==> src/hw/rvPkg.sv <==
package rvPkg;

    // data path and address width
    localparam int xlen     = 32;
    localparam int memWords = 256;             // unified memory depth in words
    localparam int memAw    = $clog2(memWords); // word address bits, 8 here

    // major opcodes from instr[6:0]
    typedef enum logic [6:0] {
        opLoad   = 7'b0000011,
        opStore  = 7'b0100011,
        opRtype  = 7'b0110011,
        opItype  = 7'b0010011,
        opBranch = 7'b1100011,
        opJal    = 7'b1101111,
        opSystem = 7'b1110011   // only ebreak is expected here
    } opcodeE;

    // alu operations, same codes as the single-cycle alu
    typedef enum logic [2:0] {
        aluAdd = 3'b000,
        aluSub = 3'b001,
        aluAnd = 3'b010,
        aluOr  = 3'b011,
        aluSlt = 3'b101
    } aluOpE;

    typedef enum logic [1:0] {immI, immS, immB, immJ} immSrcE;

    // alu input selects
    typedef enum logic [1:0] {srcAPc, srcAOldPc, srcARs1} srcAE;
    typedef enum logic [1:0] {srcBRs2, srcBImm, srcBFour} srcBE;

    // what drives the result bus
    typedef enum logic [1:0] {resAluOut, resData, resAluResult} resultSrcE;

    // main fsm states
    typedef enum logic [3:0] {
        sIdle, sFetch, sDecode,
        sMemAdr, sMemRead, sMemWB, sMemWrite,
        sExecuteR, sExecuteI, sAluWB,
        sBeq, sJal, sHalt
    } stateE;

endpackage

==> src/hw/ctrlIf.sv <==
`timescale 1ns/1ps

interface ctrlIf;

    // enables and strobes from the fsm
    logic pcWrite;
    logic adrSrc;       // 0 = pc, 1 = result bus
    logic memWrite;     // also goes to memory
    logic irWrite;
    logic regWrite;
    logic pcClear;      // start of run, pc back to 0

    // mux selects and alu op
    rvPkg::resultSrcE resultSrc;
    rvPkg::aluOpE     aluControl;
    rvPkg::srcAE      aluSrcA;
    rvPkg::srcBE      aluSrcB;
    rvPkg::immSrcE    immSrc;

    // decoded fields back from the datapath
    rvPkg::opcodeE opcode;
    logic [2:0]    funct3;
    logic          funct7b5;
    logic          zero;

    modport controller (
        output pcWrite, adrSrc, memWrite, irWrite, regWrite, pcClear,
        output resultSrc, aluControl, aluSrcA, aluSrcB, immSrc,
        input  opcode, funct3, funct7b5, zero
    );

    modport datapath (
        input  pcWrite, adrSrc, irWrite, regWrite, pcClear,
        input  resultSrc, aluControl, aluSrcA, aluSrcB, immSrc,
        output opcode, funct3, funct7b5, zero
    );

endinterface

==> src/hw/controller.sv <==
`timescale 1ns/1ps

module controller (
    input  logic        clk,
    input  logic        reset,
    input  logic        req,    // host start request
    output logic        ack,    // run done
    ctrlIf.controller   ctrl
);

    rvPkg::stateE state, stateNext;
    rvPkg::aluOpE aluDecoded;

    always_ff @(posedge clk) begin
        if (reset) state <= rvPkg::sIdle;
        else       state <= stateNext;
    end

    // alu decoder for r-type and i-type execute
    always_comb begin
        case (ctrl.funct3)
            3'b000: begin
                // sub only for r-type, addi has imm bits in funct7 slot
                if (ctrl.opcode == rvPkg::opRtype && ctrl.funct7b5)
                    aluDecoded = rvPkg::aluSub;
                else
                    aluDecoded = rvPkg::aluAdd;
            end
            3'b010:  aluDecoded = rvPkg::aluSlt;
            3'b110:  aluDecoded = rvPkg::aluOr;
            3'b111:  aluDecoded = rvPkg::aluAnd;
            default: aluDecoded = rvPkg::aluAdd;
        endcase
    end

    always_comb begin
        // defaults, nothing written
        stateNext       = state;
        ctrl.pcWrite    = 1'b0;
        ctrl.adrSrc     = 1'b0;
        ctrl.memWrite   = 1'b0;
        ctrl.irWrite    = 1'b0;
        ctrl.regWrite   = 1'b0;
        ctrl.pcClear    = 1'b0;
        ctrl.resultSrc  = rvPkg::resAluOut;
        ctrl.aluControl = rvPkg::aluAdd;
        ctrl.aluSrcA    = rvPkg::srcARs1;
        ctrl.aluSrcB    = rvPkg::srcBImm;
        ctrl.immSrc     = rvPkg::immI;

        case (state)
            rvPkg::sIdle: begin
                if (req) begin
                    ctrl.pcClear = 1'b1;     // run starts at address 0
                    stateNext    = rvPkg::sFetch;
                end
            end
            rvPkg::sFetch: begin
                // instr <= mem[pc], pc <= pc + 4
                ctrl.irWrite   = 1'b1;
                ctrl.pcWrite   = 1'b1;
                ctrl.aluSrcA   = rvPkg::srcAPc;
                ctrl.aluSrcB   = rvPkg::srcBFour;
                ctrl.resultSrc = rvPkg::resAluResult;
                stateNext      = rvPkg::sDecode;
            end
            rvPkg::sDecode: begin
                // precompute oldPc + imm for beq/jal
                ctrl.aluSrcA = rvPkg::srcAOldPc;
                ctrl.immSrc  = (ctrl.opcode == rvPkg::opJal) ? rvPkg::immJ : rvPkg::immB;
                case (ctrl.opcode)
                    rvPkg::opLoad,
                    rvPkg::opStore:  stateNext = rvPkg::sMemAdr;
                    rvPkg::opRtype:  stateNext = rvPkg::sExecuteR;
                    rvPkg::opItype:  stateNext = rvPkg::sExecuteI;
                    rvPkg::opBranch: stateNext = rvPkg::sBeq;
                    rvPkg::opJal:    stateNext = rvPkg::sJal;
                    default:         stateNext = rvPkg::sHalt;  // ebreak, or anything unknown
                endcase
            end
            rvPkg::sMemAdr: begin
                ctrl.immSrc = (ctrl.opcode == rvPkg::opStore) ? rvPkg::immS : rvPkg::immI;
                stateNext   = (ctrl.opcode == rvPkg::opLoad) ? rvPkg::sMemRead
                                                            : rvPkg::sMemWrite;
            end
            rvPkg::sMemRead: begin
                ctrl.adrSrc = 1'b1;          // address from aluOut
                stateNext   = rvPkg::sMemWB;
            end
            rvPkg::sMemWB: begin
                ctrl.resultSrc = rvPkg::resData;
                ctrl.regWrite  = 1'b1;
                stateNext      = rvPkg::sFetch;
            end
            rvPkg::sMemWrite: begin
                ctrl.adrSrc   = 1'b1;
                ctrl.memWrite = 1'b1;
                stateNext     = rvPkg::sFetch;
            end
            rvPkg::sExecuteR: begin
                ctrl.aluSrcB    = rvPkg::srcBRs2;
                ctrl.aluControl = aluDecoded;
                stateNext       = rvPkg::sAluWB;
            end
            rvPkg::sExecuteI: begin
                ctrl.aluControl = aluDecoded;
                stateNext       = rvPkg::sAluWB;
            end
            rvPkg::sAluWB: begin
                ctrl.regWrite = 1'b1;        // aluOut into rd
                stateNext     = rvPkg::sFetch;
            end
            rvPkg::sBeq: begin
                ctrl.aluSrcB    = rvPkg::srcBRs2;
                ctrl.aluControl = rvPkg::aluSub;
                ctrl.pcWrite    = ctrl.zero;    // taken: pc <= target in aluOut
                stateNext       = rvPkg::sFetch;
            end
            rvPkg::sJal: begin
                // pc <= target, alu makes oldPc + 4 for the link
                ctrl.aluSrcA = rvPkg::srcAOldPc;
                ctrl.aluSrcB = rvPkg::srcBFour;
                ctrl.pcWrite = 1'b1;
                stateNext    = rvPkg::sAluWB;
            end
            rvPkg::sHalt: begin
                if (!req) stateNext = rvPkg::sIdle;   // ack drops next cycle
            end
            default: stateNext = rvPkg::sIdle;
        endcase
    end

    assign ack = (state == rvPkg::sHalt);

endmodule

==> src/flat_wrapper.sv <==
// flat-port wrapper written by rule: the top's interface ports become plain ports
module controller_flat 
  (clk, reset, req, ack, ctrl_pcWrite, ctrl_adrSrc, ctrl_memWrite, ctrl_irWrite, ctrl_regWrite, ctrl_pcClear, ctrl_resultSrc, ctrl_aluControl, ctrl_aluSrcA, ctrl_aluSrcB, ctrl_immSrc, ctrl_opcode, ctrl_funct3, ctrl_funct7b5, ctrl_zero);
  ctrlIf ctrl_i ();
  input  logic clk;
  input  logic reset;
  input  logic req;
  output logic ack;
  output wire logic [$bits(ctrl_i.pcWrite)-1:0] ctrl_pcWrite;
  output wire logic [$bits(ctrl_i.adrSrc)-1:0] ctrl_adrSrc;
  output wire logic [$bits(ctrl_i.memWrite)-1:0] ctrl_memWrite;
  output wire logic [$bits(ctrl_i.irWrite)-1:0] ctrl_irWrite;
  output wire logic [$bits(ctrl_i.regWrite)-1:0] ctrl_regWrite;
  output wire logic [$bits(ctrl_i.pcClear)-1:0] ctrl_pcClear;
  output wire logic [$bits(ctrl_i.resultSrc)-1:0] ctrl_resultSrc;
  output wire logic [$bits(ctrl_i.aluControl)-1:0] ctrl_aluControl;
  output wire logic [$bits(ctrl_i.aluSrcA)-1:0] ctrl_aluSrcA;
  output wire logic [$bits(ctrl_i.aluSrcB)-1:0] ctrl_aluSrcB;
  output wire logic [$bits(ctrl_i.immSrc)-1:0] ctrl_immSrc;
  input wire logic [$bits(ctrl_i.opcode)-1:0] ctrl_opcode;
  input wire logic [$bits(ctrl_i.funct3)-1:0] ctrl_funct3;
  input wire logic [$bits(ctrl_i.funct7b5)-1:0] ctrl_funct7b5;
  input wire logic [$bits(ctrl_i.zero)-1:0] ctrl_zero;
  assign ctrl_pcWrite = ctrl_i.pcWrite;
  assign ctrl_adrSrc = ctrl_i.adrSrc;
  assign ctrl_memWrite = ctrl_i.memWrite;
  assign ctrl_irWrite = ctrl_i.irWrite;
  assign ctrl_regWrite = ctrl_i.regWrite;
  assign ctrl_pcClear = ctrl_i.pcClear;
  assign ctrl_resultSrc = ctrl_i.resultSrc;
  assign ctrl_aluControl = ctrl_i.aluControl;
  assign ctrl_aluSrcA = ctrl_i.aluSrcA;
  assign ctrl_aluSrcB = ctrl_i.aluSrcB;
  assign ctrl_immSrc = ctrl_i.immSrc;
  assign ctrl_i.opcode = ctrl_opcode;
  assign ctrl_i.funct3 = ctrl_funct3;
  assign ctrl_i.funct7b5 = ctrl_funct7b5;
  assign ctrl_i.zero = ctrl_zero;
  controller u_core (.clk(clk), .reset(reset), .req(req), .ack(ack), .ctrl(ctrl_i));
endmodule
==> config.mk <==
export PLATFORM = sky130hd
export DESIGN_NAME = controller_flat
export DESIGN_NICKNAME = d
export VERILOG_FILES = /design/src/hw/rvPkg.sv /design/src/hw/ctrlIf.sv /design/src/hw/controller.sv /design/src/flat_wrapper.sv
export SDC_FILE = /design/constraint.sdc
export NUM_CORES = 1
export LEC_CHECK = 0
export BUFFER_PORTS_ARGS = -buffer_cell sky130_fd_sc_hd__clkbuf_2
export CORE_AREA = 2 2 39 41
export DETAILED_ROUTE_END_ITERATION = 10
export DIE_AREA = 0 0 41 43
export PLACE_DENSITY = 0.78
export SYNTH_ARGS = -nofsm -noshare
export SYNTH_HDL_FRONTEND = slang
export SYNTH_SLANG_ARGS = --single-unit
==> constraint.sdc <==
create_clock -name clk -period 3.28 [get_ports clk]
set_input_delay 0.656 -clock clk [delete_from_list [all_inputs] [get_ports clk]]
set_output_delay 0.656 -clock clk [all_outputs]
set_load 0.01 [all_outputs]
==> results.json <==
{
  "fraction_of_registers_with_async_set_reset": 0,
  "post-route-min-period_ps": 2620,
  "synth-main-ff-cell": "sky130_fd_sc_hd__dfxtp_1",
  "syn_area_um2": 557,
  "run_status": "complete, no violations",
  "setup_slack_ps": 657,
  "syn_nets": 100,
  "clockPowerShare": 0.217,
  "post_cts.resized_instances": 0,
  "seqPwrFrac": 0.311,
  "synth_seq_cells": 4,
  "clock_skew_ps": 2.64,
  "place_hpwl_um": 1210,
  "achievable-frequency_ghz": 0.381,
  "yosys_warnings": 0,
  "crit_fanout": 5,
  "area_delta_synth_final_pct": 31.2,
  "synth_xor_xnor_area_share": 0.0472,
  "timing.final.crit_share": 0.800,
  "clk_pin_slew_ps": 40,
  "nets": 131,
  "report.power.total_mw": 0.272,
  "std_cell_rows": 14,
  "clock_tree_from_tritoncts": "built",
  "antenna_violations_before_repair": 0,
  "synth_top_family_by_area": "simple AND/OR/NAND/NOR gates",
  "routed-via-count": 710,
  "floorplan.core_area_um2": 1380,
  "synth_top_cell_by_area": "sky130_fd_sc_hd__dfxtp_1",
  "yosys.area_share.simple": 0.501,
  "cp.required_ps": 2620,
  "syn-instance-count": 85,
  "unrepaired_setup_endpoints_after_global_routing": "false",
  "gp_routability_congestion": 0.769,
  "postRouteAntennaNets": 0,
  "sw_frac_of_total": 0.429,
  "synth_enable_flop_cells": 0,
  "drt_first_iter_violations": 12,
  "post_route_cells_drive_above_1_share": 0.333,
  "io-pin-count": 33,
  "synthesis.area_per_instance_um2": 6.55,
  "synth_top_area_share": 0.144,
  "worst_slew_margin_rel": 0.638,
  "internal-power_mw": 0.155,
  "antenna-diode-count": 0,
  "floorplan.die.width_um": 41,
  "finalSetupViolCount": 0,
  "routed_wirelength_um": 1510,
  "post-route-util": 0.528,
  "preCtsSetupSlack_ps": 660,
  "cts_made_buffers": 3,
  "worstSetupEndpointType": "output port",
  "largest-register": "u_core.state",
  "cts-htree-levels": 1,
  "viasPerCell": 5.46,
  "sequential_cell_area_fraction_in_the_yosys_report": 0.144,
  "finalHoldViolations": 0,
  "synth_cell_type_count": 34,
  "start_kind": "primary input",
  "largest_reg_flops": 4,
  "detailedRoute.firstPassIterationCount": 4,
  "synth_mux_area_frac": 0,
  "combPwrFrac": 0.472,
  "initial_core_util": 0.402,
  "grtUsageTotal": 0.186,
  "synth_fa_ha_area_frac": 0,
  "power.static_leakage_nw": 0.324,
  "grt_first_pass_wirelength_um": 2420,
  "worstHoldPathType": "in2reg",
  "switchingPower_mw": 0.117,
  "reg_top3": "u_core.state: 4 flops",
  "clk_root_buffer_cell": "sky130_fd_sc_hd__clkbuf_4",
  "clk_latency_ps": 230,
  "cts_sink_count": 4,
  "grt.overflow.total": 0,
  "max_slew.worst_pin.slew_ps": 542,
  "drc": 0,
  "design.die.area_um2": 1760,
  "cts_hold_buf": 0,
  "synth_top_cells_by_area": "sky130_fd_sc_hd__dfxtp_1 (14%), sky130_fd_sc_hd__nor2_1 (7.4%), sky130_fd_sc_hd__nor3_1 (7.2%)",
  "buffer_ports.inserted": 32,
  "critPathKind": "in2out",
  "grt_start_max_net_pins": 18,
  "grt_pass1_vias": 607,
  "power_density_nw_per_um2": 372,
  "detail_route.wl_per_cell_um": 11.6,
  "cts_max_path_bufs": 2,
  "chipHeight_um": 43,
  "worst-endpoint-arrival_ps": 1970,
  "vdd.ir_drop.worst_mv": 0.191,
  "maxSlewViolCount": 0,
  "synth_compound_gate_area_share": 0.222,
  "max-cap-violations": 0,
  "finalSetupTns_ps": 0,
  "post-cts-setup-buffer-count": 0
}
-- critical path, cell delays in order --
cell and delay (ps):
sky130_fd_sc_hd__clkbuf_2 110, sky130_fd_sc_hd__or4_4 560, sky130_fd_sc_hd__nand4bb_1 230, sky130_fd_sc_hd__a211oi_2 250, sky130_fd_sc_hd__clkbuf_2 160
-- cell type report --
cell class | instances | area [µm²]
Fill cell | 148 | 653
Clock buffer | 3 | 22.5
Tap cell | 16 | 20.0
Sequential cell | 4 | 80.1
Inverter | 5 | 18.8
Timing Repair Buffer | 32 | 160
Multi-Input combinational cell | 70 | 429
-- placed cells by master, fill, tap and decap left out, types with 2 or more instances in the layout --
cell                       instances
sky130_fd_sc_hd__clkbuf_2         32
sky130_fd_sc_hd__nor2_1           11
sky130_fd_sc_hd__nor3_1            8
sky130_fd_sc_hd__nand2b_1          6
sky130_fd_sc_hd__a21oi_1           6
sky130_fd_sc_hd__nand2_1           5
sky130_fd_sc_hd__inv_1             5
sky130_fd_sc_hd__nor3b_1           4
sky130_fd_sc_hd__dfxtp_1           4
sky130_fd_sc_hd__nand3_1           3
sky130_fd_sc_hd__clkbuf_4          3
sky130_fd_sc_hd__nor2b_1           2
sky130_fd_sc_hd__nor4b_1           2
sky130_fd_sc_hd__a31oi_1           2
sky130_fd_sc_hd__xor2_1            2
sky130_fd_sc_hd__and2_1            2
-- synthesized netlist by cell type (2+ instances only) --
master                     count
sky130_fd_sc_hd__nor4b_1       2
sky130_fd_sc_hd__nor3_1        8
sky130_fd_sc_hd__nor2b_1       2
sky130_fd_sc_hd__and2_1        2
sky130_fd_sc_hd__buf_2         2
sky130_fd_sc_hd__nor2_1       11
sky130_fd_sc_hd__inv_1         5
sky130_fd_sc_hd__a21oi_1       6
sky130_fd_sc_hd__nand2b_1      6
sky130_fd_sc_hd__dfxtp_1       4
sky130_fd_sc_hd__xor2_1        2
sky130_fd_sc_hd__nand2_1       5
sky130_fd_sc_hd__clkbuf_1      3
sky130_fd_sc_hd__nand3_1       3
sky130_fd_sc_hd__a31oi_1       2
sky130_fd_sc_hd__nor3b_1       4
-- per-stage QoR --
| stage | cells | hold WS, ps | instance area, µm² |
|---|---|---|---|
| after CTS | 130 | 641 | 731 |
| final | 130 | 646 | 731 |
| after global routing | 130 | 653 | 731 |
| after floorplan | 85 | 567 | 557 |
| after global placement | 127 | 801 | 708 |
| after detailed placement | 127 | 817 | 708 |
-- kinds of logic after synthesis --
logic type	count (synthesis)
AOI/OAI and AO/OA	18
xor gates and xnor gates	3
buffers and inverters	11
DFF	4
and+or+nand+nor	49
-- final timing paths --
kind | startpoint | endpoint | slack (ps) | depth (start not counted)
worst max-delay path | ctrl_opcode[2] | ctrl_immSrc[0] | 660 | 5
worst max register to register | u_core.state[1] | u_core.state[2] | 1680 | 4
worst min-delay path | reset | u_core.state[3] | 650 | 2
worst min register to register | u_core.state[1] | u_core.state[1] | 820 | 3
-- per-layer routing --
layer	part of all wire	GRT usage
met4	0	0.0200
met2	0.47	0.316
met5	0	0
met1	0.45	0.241
met3	0.080	0.0314
-- power by group through the flow --
stage	combinational, mW	sequential [mW]	clock [mW]
global placement	0.126	0.0839	0
finish	0.128	0.0844	0.0590
detailed placement	0.129	0.0842	0
global route	0.145	0.0881	0.0644
floorplan	0.104	0.0626	0
CTS	0.129	0.0838	0.0630
No activity file was read; power rests on OpenSTA's default activity.
